### src/design/fmaPkg.sv
`default_nettype none

package fmaPkg;

	// Operand format is one sign bit over the magnitude
	localparam int OP_WIDTH = 16;
	localparam int MAG_WIDTH = OP_WIDTH - 1;

	// Product, addend and result share one sign-magnitude format
	localparam int PROD_MAG_WIDTH = 2 * MAG_WIDTH;
	localparam int RES_WIDTH = PROD_MAG_WIDTH + 1;

	// Result slots held by the consumer
	localparam int MAX_CREDITS = 4;
	localparam int CREDIT_WIDTH = $clog2(MAX_CREDITS + 1);

	// Multiply stage plus add stage
	localparam int PIPE_LATENCY = 2;

endpackage

`default_nettype wire
### src/design/fmaTop.sv
`timescale 1ns/1ps
`default_nettype none

module fmaTop import fmaPkg::*; (
	input  logic                 clk,
	input  logic                 rstN_i,
	input  logic                 inValid_i,
	input  logic [OP_WIDTH-1:0]  a_i,
	input  logic [OP_WIDTH-1:0]  b_i,
	input  logic [RES_WIDTH-1:0] c_i,
	input  logic                 creditReturn_i,
	output logic                 inReady_o,
	output logic                 resultValid_o,
	output logic [RES_WIDTH-1:0] result_o
);

	logic take;
	logic prodValid;
	logic [RES_WIDTH-1:0] product;
	logic [RES_WIDTH-1:0] addend;

	creditCounter credit (
		.clk(clk),
		.rstN_i(rstN_i),
		.inValid_i(inValid_i),
		.creditReturn_i(creditReturn_i),
		.inReady_o(inReady_o),
		.take_o(take)
	);

	// Stage 1
	smMultiplier mulStage (
		.clk(clk),
		.rstN_i(rstN_i),
		.take_i(take),
		.a_i(a_i),
		.b_i(b_i),
		.c_i(c_i),
		.prodValid_o(prodValid),
		.product_o(product),
		.addend_o(addend)
	);

	// Stage 2
	smAdder addStage (
		.clk(clk),
		.rstN_i(rstN_i),
		.prodValid_i(prodValid),
		.product_i(product),
		.addend_i(addend),
		.resultValid_o(resultValid_o),
		.result_o(result_o)
	);

endmodule

`default_nettype wire

### src/design/creditCounter.sv
`timescale 1ns/1ps
`default_nettype none

module creditCounter import fmaPkg::*; (
	input  logic clk,
	input  logic rstN_i,
	input  logic inValid_i,
	input  logic creditReturn_i,
	output logic inReady_o,
	output logic take_o
);

	logic [CREDIT_WIDTH-1:0] credits;
	logic full;

	assign full = credits == CREDIT_WIDTH'(MAX_CREDITS);
	assign inReady_o = credits != '0;

	// Sole acceptance point for the pipeline
	assign take_o = inValid_i && inReady_o;

	always_ff @(posedge clk) begin
		if (!rstN_i) begin
			credits <= CREDIT_WIDTH'(MAX_CREDITS);
		end else begin
			case ({take_o, creditReturn_i})
				2'b10: credits <= credits - 1'b1;
				2'b01: begin
					// Spurious return at full pool
					if (!full) begin
						credits <= credits + 1'b1;
					end
				end
				default: credits <= credits;
			endcase
		end
	end

endmodule

`default_nettype wire

### src/design/smAdder.sv
`timescale 1ns/1ps
`default_nettype none

module smAdder import fmaPkg::*; (
	input  logic                 clk,
	input  logic                 rstN_i,
	input  logic                 prodValid_i,
	input  logic [RES_WIDTH-1:0] product_i,
	input  logic [RES_WIDTH-1:0] addend_i,
	output logic                 resultValid_o,
	output logic [RES_WIDTH-1:0] result_o
);

	logic prodSign;
	logic addSign;
	logic sameSign;
	logic [PROD_MAG_WIDTH-1:0] opA;
	logic [PROD_MAG_WIDTH-1:0] opB;
	logic [PROD_MAG_WIDTH-1:0] rawSum;
	logic [PROD_MAG_WIDTH-1:0] negSum;
	logic rawCarry;
	logic resSign;
	logic [PROD_MAG_WIDTH-1:0] resMag;

	assign prodSign = product_i[RES_WIDTH-1];
	assign addSign = addend_i[RES_WIDTH-1];
	assign sameSign = prodSign == addSign;

	// Negative side goes in as ones complement, carry in completes it
	assign opA = (!sameSign && prodSign) ? ~product_i[PROD_MAG_WIDTH-1:0]
		: product_i[PROD_MAG_WIDTH-1:0];
	assign opB = (!sameSign && addSign) ? ~addend_i[PROD_MAG_WIDTH-1:0]
		: addend_i[PROD_MAG_WIDTH-1:0];

	prefixAdder #(
		.WIDTH(PROD_MAG_WIDTH)
	) magAdder (
		.a_i(opA),
		.b_i(opB),
		.carry_i(!sameSign),
		.sum_o(rawSum),
		.carry_o(rawCarry)
	);

	// Twos complement of the difference
	prefixAdder #(
		.WIDTH(PROD_MAG_WIDTH)
	) negAdder (
		.a_i(~rawSum),
		.b_i('0),
		.carry_i(1'b1),
		.sum_o(negSum),
		.carry_o()
	);

	// With differing signs the carry means positive side >= negative side
	always_comb begin
		if (sameSign) begin
			resSign = prodSign;
			resMag = rawSum;
		end else if (rawCarry) begin
			resSign = 1'b0;
			resMag = rawSum;
		end else begin
			resSign = 1'b1;
			resMag = negSum;
		end
	end

	always_ff @(posedge clk) begin
		if (!rstN_i) begin
			resultValid_o <= 1'b0;
		end else begin
			resultValid_o <= prodValid_i;
		end
	end

	always_ff @(posedge clk) begin
		if (prodValid_i) begin
			result_o <= {resSign, resMag};
		end
	end

endmodule

`default_nettype wire

### src/design/smMultiplier.sv
`timescale 1ns/1ps
`default_nettype none

module smMultiplier import fmaPkg::*; (
	input  logic                 clk,
	input  logic                 rstN_i,
	input  logic                 take_i,
	input  logic [OP_WIDTH-1:0]  a_i,
	input  logic [OP_WIDTH-1:0]  b_i,
	input  logic [RES_WIDTH-1:0] c_i,
	output logic                 prodValid_o,
	output logic [RES_WIDTH-1:0] product_o,
	output logic [RES_WIDTH-1:0] addend_o
);

	logic [PROD_MAG_WIDTH-1:0] rowA;
	logic [PROD_MAG_WIDTH-1:0] rowB;
	logic [PROD_MAG_WIDTH-1:0] prodMag;
	logic prodSign;

	csaTree tree (
		.aMag_i(a_i[MAG_WIDTH-1:0]),
		.bMag_i(b_i[MAG_WIDTH-1:0]),
		.rowA_o(rowA),
		.rowB_o(rowB)
	);

	// Resolve the two carry-save rows
	prefixAdder #(
		.WIDTH(PROD_MAG_WIDTH)
	) rowAdder (
		.a_i(rowA),
		.b_i(rowB),
		.carry_i(1'b0),
		.sum_o(prodMag),
		.carry_o()
	);

	// Sign kept even for a zero magnitude
	assign prodSign = a_i[OP_WIDTH-1] ^ b_i[OP_WIDTH-1];

	always_ff @(posedge clk) begin
		if (!rstN_i) begin
			prodValid_o <= 1'b0;
		end else begin
			prodValid_o <= take_i;
		end
	end

	always_ff @(posedge clk) begin
		if (take_i) begin
			product_o <= {prodSign, prodMag};
			addend_o <= c_i;
		end
	end

endmodule

`default_nettype wire

### src/design/csaTree.sv
`timescale 1ns/1ps
`default_nettype none

module csaTree import fmaPkg::*; (
	input  logic [MAG_WIDTH-1:0]      aMag_i,
	input  logic [MAG_WIDTH-1:0]      bMag_i,
	output logic [PROD_MAG_WIDTH-1:0] rowA_o,
	output logic [PROD_MAG_WIDTH-1:0] rowB_o
);

	// Row count left after a number of 3:2 levels
	function automatic int rowsAfter(int level);
		int n;
		n = MAG_WIDTH;
		for (int l = 0; l < level; l++) begin
			n = 2 * (n / 3) + n % 3;
		end
		return n;
	endfunction

	function automatic int levelCount();
		int n;
		int l;
		n = MAG_WIDTH;
		l = 0;
		while (n > 2) begin
			n = 2 * (n / 3) + n % 3;
			l++;
		end
		return l;
	endfunction

	// 15 -> 10 -> 7 -> 5 -> 4 -> 3 -> 2
	localparam int LEVELS = levelCount();

	wire [PROD_MAG_WIDTH-1:0] rows [0:LEVELS][0:MAG_WIDTH-1];

	// Partial products, row j weighted by 2^j
	for (genvar j = 0; j < MAG_WIDTH; j++) begin : gPp
		assign rows[0][j] = {{(PROD_MAG_WIDTH - MAG_WIDTH){1'b0}},
			aMag_i & {MAG_WIDTH{bMag_i[j]}}} << j;
	end

	for (genvar l = 0; l < LEVELS; l++) begin : gLevel
		localparam int N = rowsAfter(l);
		localparam int GROUPS = N / 3;
		localparam int NEXT = 2 * GROUPS + N % 3;

		// Each group of three rows becomes a sum row and a carry row
		for (genvar g = 0; g < GROUPS; g++) begin : gCsa
			wire [PROD_MAG_WIDTH-1:0] x;
			wire [PROD_MAG_WIDTH-1:0] y;
			wire [PROD_MAG_WIDTH-1:0] z;
			assign x = rows[l][3*g];
			assign y = rows[l][3*g+1];
			assign z = rows[l][3*g+2];
			assign rows[l+1][2*g] = x ^ y ^ z;
			assign rows[l+1][2*g+1] = ((x & y) | (x & z) | (y & z)) << 1;
		end

		// Leftover rows pass to the next level
		for (genvar r = 0; r < N % 3; r++) begin : gPass
			assign rows[l+1][2*GROUPS+r] = rows[l][3*GROUPS+r];
		end

		for (genvar r = NEXT; r < MAG_WIDTH; r++) begin : gIdle
			assign rows[l+1][r] = '0;
		end
	end

	// Product fits in 30 bits so dropped carries out of the top are zero
	assign rowA_o = rows[LEVELS][0];
	assign rowB_o = rows[LEVELS][1];

endmodule

`default_nettype wire

### src/design/prefixAdder.sv
`timescale 1ns/1ps
`default_nettype none

module prefixAdder #(
	parameter int WIDTH = 30
) (
	input  logic [WIDTH-1:0] a_i,
	input  logic [WIDTH-1:0] b_i,
	input  logic             carry_i,
	output logic [WIDTH-1:0] sum_o,
	output logic             carry_o
);

	localparam int LEVELS = $clog2(WIDTH);
	localparam int STAGES = 2 * LEVELS;
	localparam int LAST = STAGES - 1;

	// Stage 0 is bitwise, then up-sweep, then down-sweep
	wire [WIDTH-1:0] gen [0:STAGES-1];
	wire [WIDTH-1:0] prop [0:STAGES-1];
	wire [WIDTH:0] carry;

	for (genvar i = 0; i < WIDTH; i++) begin : gBit
		assign gen[0][i] = a_i[i] & b_i[i];
		assign prop[0][i] = a_i[i] ^ b_i[i];
	end

	// Binary tree toward the top bit of each block
	for (genvar s = 1; s <= LEVELS; s++) begin : gUp
		localparam int D = 1 << (s - 1);
		for (genvar i = 0; i < WIDTH; i++) begin : gNode
			if ((i + 1) % (2 * D) == 0) begin : gMerge
				assign gen[s][i] = gen[s-1][i] | (prop[s-1][i] & gen[s-1][i-D]);
				assign prop[s][i] = prop[s-1][i] & prop[s-1][i-D];
			end else begin : gKeep
				assign gen[s][i] = gen[s-1][i];
				assign prop[s][i] = prop[s-1][i];
			end
		end
	end

	// Fill in the remaining prefixes from already complete ones
	for (genvar t = 1; t < LEVELS; t++) begin : gDown
		localparam int S = LEVELS + t;
		localparam int D = 1 << (LEVELS - 1 - t);
		for (genvar i = 0; i < WIDTH; i++) begin : gNode
			if ((i + 1) % (2 * D) == D && i >= 2 * D) begin : gMerge
				assign gen[S][i] = gen[S-1][i] | (prop[S-1][i] & gen[S-1][i-D]);
				assign prop[S][i] = prop[S-1][i] & prop[S-1][i-D];
			end else begin : gKeep
				assign gen[S][i] = gen[S-1][i];
				assign prop[S][i] = prop[S-1][i];
			end
		end
	end

	// Every node now spans bit 0 up to itself
	assign carry[0] = carry_i;
	for (genvar i = 0; i < WIDTH; i++) begin : gCarry
		assign carry[i+1] = gen[LAST][i] | (prop[LAST][i] & carry_i);
	end

	assign sum_o = prop[0] ^ carry[WIDTH-1:0];
	assign carry_o = carry[WIDTH];

endmodule

`default_nettype wire

### config.mk
export PLATFORM = sky130hd
export DESIGN_NAME = fmaTop
export DESIGN_NICKNAME = d
export VERILOG_FILES = /design/src/design/fmaPkg.sv /design/src/design/fmaTop.sv /design/src/design/creditCounter.sv /design/src/design/smAdder.sv /design/src/design/smMultiplier.sv /design/src/design/csaTree.sv /design/src/design/prefixAdder.sv
export SDC_FILE = /design/constraint.sdc
export NUM_CORES = 1
export LEC_CHECK = 0
export CAP_MARGIN = 5
export CORE_ASPECT_RATIO = 1.5
export CORE_UTILIZATION = 60
export CTS_BUF_LIST = sky130_fd_sc_hd__clkbuf_4
export CTS_CLUSTER_DIAMETER = 150
export CTS_CLUSTER_SIZE = 12
export DETAILED_ROUTE_END_ITERATION = 10
export DONT_BUFFER_PORTS = 1
export PLACE_DENSITY = 0.87
export REMOVE_ABC_BUFFERS = 1
export SLEW_MARGIN = 10
export SYNTH_ARGS = -nofsm -noshare
export SYNTH_HDL_FRONTEND = slang
export SYNTH_HIERARCHICAL = 1
export SYNTH_SLANG_ARGS = --single-unit
export TNS_END_PERCENT = 20
### constraint.sdc
create_clock -name clk -period 7.55 [get_ports clk]
set_input_delay 0.755 -clock clk [delete_from_list [all_inputs] [get_ports clk]]
set_output_delay 0.755 -clock clk [all_outputs]
set_load 0.03 [all_outputs]
-- Yosys cells after proc, flatten, opt, wreduce, memory -nomap -nowiden
Index checks and enable logic that the tools add are counted.
- bits in registers: 98
- logic and storage cells: 637
- output and inout bits: 33
- input bits: 67
- mux-type cells: 8
- bitwise gates (word level): 609
- equal/unequal tests: 5
- reductions and logical operators: 7
- add/subtract/negate cells: 2
- operators with widths (kind ; count):
    $and 1x1->1 ; 308
    $and 29x29->29 ; 10
    $or 29x29->29 ; 10
    $and 15x15->15 ; 15
    $xor 30x30->30 ; 7
    $or 1x1->1 ; 129
    $mux 30 ; 4
    $not 30->30 ; 3
    $xor 1x1->1 ; 60
    $and 25x29->29 ; 2
    $and 27x29->29 ; 2
    $xor 24x25->25 ; 2
    $and 21x24->24 ; 2
    $or 24x24->24 ; 2
    $and 21x23->23 ; 2
    $and 18x20->20 ; 2
    $or 20x20->20 ; 2
    $xor 25x30->30 ; 1
    $xor 29x30->30 ; 1
    $and 26x29->29 ; 1
    $and 28x29->29 ; 1
    $or 27x29->29 ; 1
    $or 28x29->29 ; 1
    $xor 25x29->29 ; 1
    59 further kinds ; 62

-- Longest topological paths before layout
- depth after elaboration: 34
- depth in mapped cells: 25
- gate-level depth less buffers: 22

-- Hierarchy
Netlist, hierarchy kept.
- by module, submodules not included (module ; cells an instance ; instances ; area each (um^2) ; sequential area each (um^2)):
    csaTree ; 616 ; 1 ; 6083.3 ; 0.0
    prefixAdder at addStage.magAdder ... ; 166 ; 2 ; 1239.9 ; 0.0
    smAdder ; 173 ; 1 ; 2197.1 ; 950.9
    smMultiplier ; 66 ; 1 ; 1900.6 ; 1881.8
    prefixAdder at addStage.negAdder ; 154 ; 1 ; 1229.9 ; 0.0
    creditCounter ; 29 ; 1 ; 266.5 ; 60.1

-- Worst setup path before layout
Ideal clock, no wire load.
- kind: input to register
- from: input port b_i[4]
- to: register mulStage.product_o[29] (data pin)
- path buffers: 2
- stages: 19
- arrival time: 5.899 ns
- setup slack: 1.389 ns
- library setup time: 0.263 ns
- required time: 7.287 ns
- cells stage by stage: buf_4 > and2_1 > fa_1 > inv_1 > fa_1 > fa_1 > fa_1 > fa_1 > fa_1 > inv_1 > ha_1 > a21oi_1 > a21boi_0 > a211o_1 > or3_1 > buf_6 > a32o_2 > o41ai_2 > xnor2_1
- elaborated cells on any way between the ends: 154
- those cells by class: bitwise (154)
- RTL lines (what ; line ; source):
    start: declaration ; fmaTop.sv:9 ; input logic [OP_WIDTH-1:0] b_i,
    $and 15x15->15 * ; csaTree.sv:41 ; aMag_i & {MAG_WIDTH{bMag_i[j]}}} << j;
    $xor 18x19->19 or $and 18x19->19 (tied branches) ; csaTree.sv:57, csaTree.sv:58 ;
    $xor 19x20->20 or $or 19x20->20 (tied branches) ; csaTree.sv:57, csaTree.sv:58 ;
    $and 17x20->20 or $or 20x20->20 (tied branches) ; csaTree.sv:58 ; assign rows[l+1][2*g+1] = ((x & y) | (x & z) | (y & z)) << 1;
    $or 18x20->20 (tied with other cells) ; csaTree.sv:58 ;
    $or 20x20->20 (tied with other cells) ; csaTree.sv:58 ;
    $and 20x21->21 (tied with other cells) ; csaTree.sv:58 ;
    $or 21x24->24 or $xor 25x29->29 (tied branches) ; csaTree.sv:58, csaTree.sv:57 ;
    (+9 left out) ; n/a ;
    via mulStage.rowA[14] ; smMultiplier.sv:16 ; logic [PROD_MAG_WIDTH-1:0] rowA;
    (+6 left out) ; n/a ;
    $and 1x1->1 * ; prefixAdder.sv:48 ; assign gen[S][i] = gen[S-1][i] | (prop[S-1][i] & gen[S-1][i-D]);
    $or 1x1->1 * ; prefixAdder.sv:48 ;
    $and 1x1->1 * ; prefixAdder.sv:48 ;
    $or 1x1->1 * ; prefixAdder.sv:48 ;
    $and 1x1->1 * ; prefixAdder.sv:48 ;
    $or 1x1->1 * ; prefixAdder.sv:48 ;
    $xor 30x30->30 * ; prefixAdder.sv:63 ; assign sum_o = prop[0] ^ carry[WIDTH-1:0];
    via mulStage.prodMag[29] ; smMultiplier.sv:18 ; logic [PROD_MAG_WIDTH-1:0] prodMag;
    end signal: assignment ; smMultiplier.sv:52 ; product_o <= {prodSign, prodMag};
    end: declaration ; smMultiplier.sv:12 ; output logic [RES_WIDTH-1:0] product_o,
The timed path passes the listed nets; every way through them passes the cells marked *.
A chain may end at the register's enable or synchronous reset.

-- Worst setup path in the final report
- from: input port b_i[8]
- to: register mulStage.product_o[28] (data pin)
- elaborated cells on any way between the ends: 143
- those cells by class: bitwise (143)
- RTL lines (what ; line ; source):
    $and 15x15->15 * ; csaTree.sv:41 ;
    $and 21x23->23 ; csaTree.sv:58 ;
    $or 22x23->23 ; csaTree.sv:58 ;
    $or 23x23->23 ; csaTree.sv:58 ;
    $and 21x24->24 ; csaTree.sv:58 ;
    $or 23x24->24 ; csaTree.sv:58 ;
    $or 24x24->24 ; csaTree.sv:58 ;
    $xor 25x29->29 ; csaTree.sv:57 ; assign rows[l+1][2*g] = x ^ y ^ z;
    (+9 left out) ; n/a ;
    via mulStage.rowA[14] ; smMultiplier.sv:16 ;
    (+4 left out) ; n/a ;
    $or 1x1->1 or $and 1x1->1 (tied branches) ; prefixAdder.sv:33 ; assign gen[s][i] = gen[s-1][i] | (prop[s-1][i] & gen[s-1][i-D]);
    $or 1x1->1 * ; prefixAdder.sv:33 ;
    $and 1x1->1 * ; prefixAdder.sv:48 ;
    $or 1x1->1 * ; prefixAdder.sv:48 ;
    $and 1x1->1 * ; prefixAdder.sv:48 ;
    $or 1x1->1 * ; prefixAdder.sv:48 ;
    $xor 30x30->30 * ; prefixAdder.sv:63 ;
    via mulStage.prodMag[28] ; smMultiplier.sv:18 ;
Marks and branches as above.

==> impl_metrics.toml <==
[worst_hold_path]
hp-start = "rstN_i"
hp-class = "in2reg"

[finish]
syn2layout_area_growth_pct = 2.05
drive_above_1_share_pct = 6.36
nets = 1749
final_util_pct = 62.5
fin_area_um2 = 14400

[logic_synthesis]
yosysWarnings = 6
netlist_area_um2 = 14100
syn_avg_cell_area_um2 = 10.4
postSynthCellCount = 1365

[detailed_routing]
vias = 9313
firstDrtPassIters = 7
vias_per_cell = 5.52
wirelength_um = 27400
wl_per_cell_um = 16.2
drcViolationCount = 0
drtIter0Drc = 431
final_antenna_net_count = 0

[timing]
fmax_mhz = 172
hold_viol = 0
setup_viol = 0
max_slew_margin_pct = 20.7
slew_viol_final = 0
fin_crit_ns = 5.81
clock_skew_ns = 0.0162
tightestPinTransition_ns = 1.19
tns_ns = 0
rsz0062_at_grt = "false"
post-route-period-util_pct = 77.0

[floorplan]
fp.dieH_um = 190
die_x_um = 127
start_util_pct = 61.3
coreArea_um2 = 23100
dieArea_um2 = 24200
io_pins = 100
num_rows = 68

[clock_tree]
htreeDepth = 3
clk_latency_ns = 0.48
hold_buffers = 0
clk_pin_slew_worst_paths_ns = 0.14
cts_tree = "yes"
cts_made_buffers = 9
ctsResizeCount = 0
cts_max_path_buffers = 2
cts_setup_buffers = 0
clock_sinks = 98
cts_root_buf = "clkbuf_4"

[worst_setup_path]
critPathCaptureType = "flip-flop"
critPathLaunchType = "input port"
reg2reg_slack_ns = 1.82
r2r_start = "mulStage/product_o[30]$_DFFE_PP_"
critPathRequiredTime_ns = 7.87
critPathArrivalTime_ns = 6.13
criticalPathCategory = "in2reg"
cp-startpoint = "b_i[8]"
critPathMaxFanout = 15

[global_route]
grt_max_degree = 65
grt-ovfl-total = 0
antenna_found_initial = 4
track_usage_pct = 23.9
grt_first_pass_wirelength_um = 45900
grt_pass1_vias = 10200

[placement]
place_hpwl_um = 22600
placed_area_um2 = 14200
gp_congestion = 0.948
port-buffer-count = 0

[run_status]
status = "complete, no violations"

[job]
cap_violations = 0
==> flip-flops by register name (all words and copies together), names as in the netlist <==
signal	flops
mulStage/prodValid_o	1
mulStage/product_o	31
addStage/result_o	31
mulStage/addend_o	31
addStage/resultValid_o	1
credit/credits	3
==> through the flow <==
step	cells	hold slack, ns	setup WS, ns
after floorplan	1352	0.492	1.51
after global placement	1668	0.469	1.33
after detailed placement	1668	0.471	1.23
after CTS	1684	0.328	1.76
after global routing	1687	0.320	1.38
final	1687	0.354	1.74
==> layout make-up <==
cell class	count	area [um^2]
fillers	1801	8640
repair buffers	1	7.51
clock inverters	6	113
flip-flops and latches	98	2890
diodes	3	7.51
multi-input cells	1077	10300
clock buffers	10	75.1
well taps	315	394
inverters	177	664
==> worst paths after layout <==
check                                                         end  depth (start not counted)
worst max-delay path             mulStage/product_o[28]$_DFFE_PP_                         17
worst min-delay path               credit/credits[2]$_SDFFE_PN1P_                          1
worst max register to register    addStage/result_o[26]$_DFFE_PP_                         22
worst min register to register  addStage/resultValid_o$_SDFF_PN0_                          1
==> layer usage <==
layer	wire length, um	part of all wire [%]	GRT usage (%)
met5	0	0	0
met4	1020	3.7	11.7
met3	1190	4.4	3.23
met2	14900	54	44.6
met1	10300	38	26.3
==> placed cells by master, fill, tap and decap left out, types with 8 or more instances in the layout <==
cell      instances
ha_1            139
nand3_1          13
fa_1            177
a21o_1           13
inv_1           177
edfxtp_1         93
mux2_4           30
nor2_1           50
nor2b_1          13
nor3_1           10
clkbuf_4         10
and2_1          137
a21oi_1          44
o21ai_0          22
conb_1           44
xnor2_1          43
xor2_1           90
a21oi_2           8
nand2_1         131
o21a_1           10
==> worst max-delay path, cell delays in order <==
cell and delay [ns]:
and2_1 0.17, fa_1 0.47, fa_1 0.55, inv_1 0.06, fa_1 0.56, fa_1 0.43, fa_1 0.47, fa_1 0.49
inv_1 0.04, ha_1 0.35, a21oi_1 0.14, a21boi_0 0.10, a211o_1 0.29, or3_1 0.50, a32o_2 0.35, o211a_1 0.22
a211oi_1 0.18
Power is left out: the tool's default activity adds up to more than one toggle a clock period on the data nets, which glitch-free logic cannot reach.
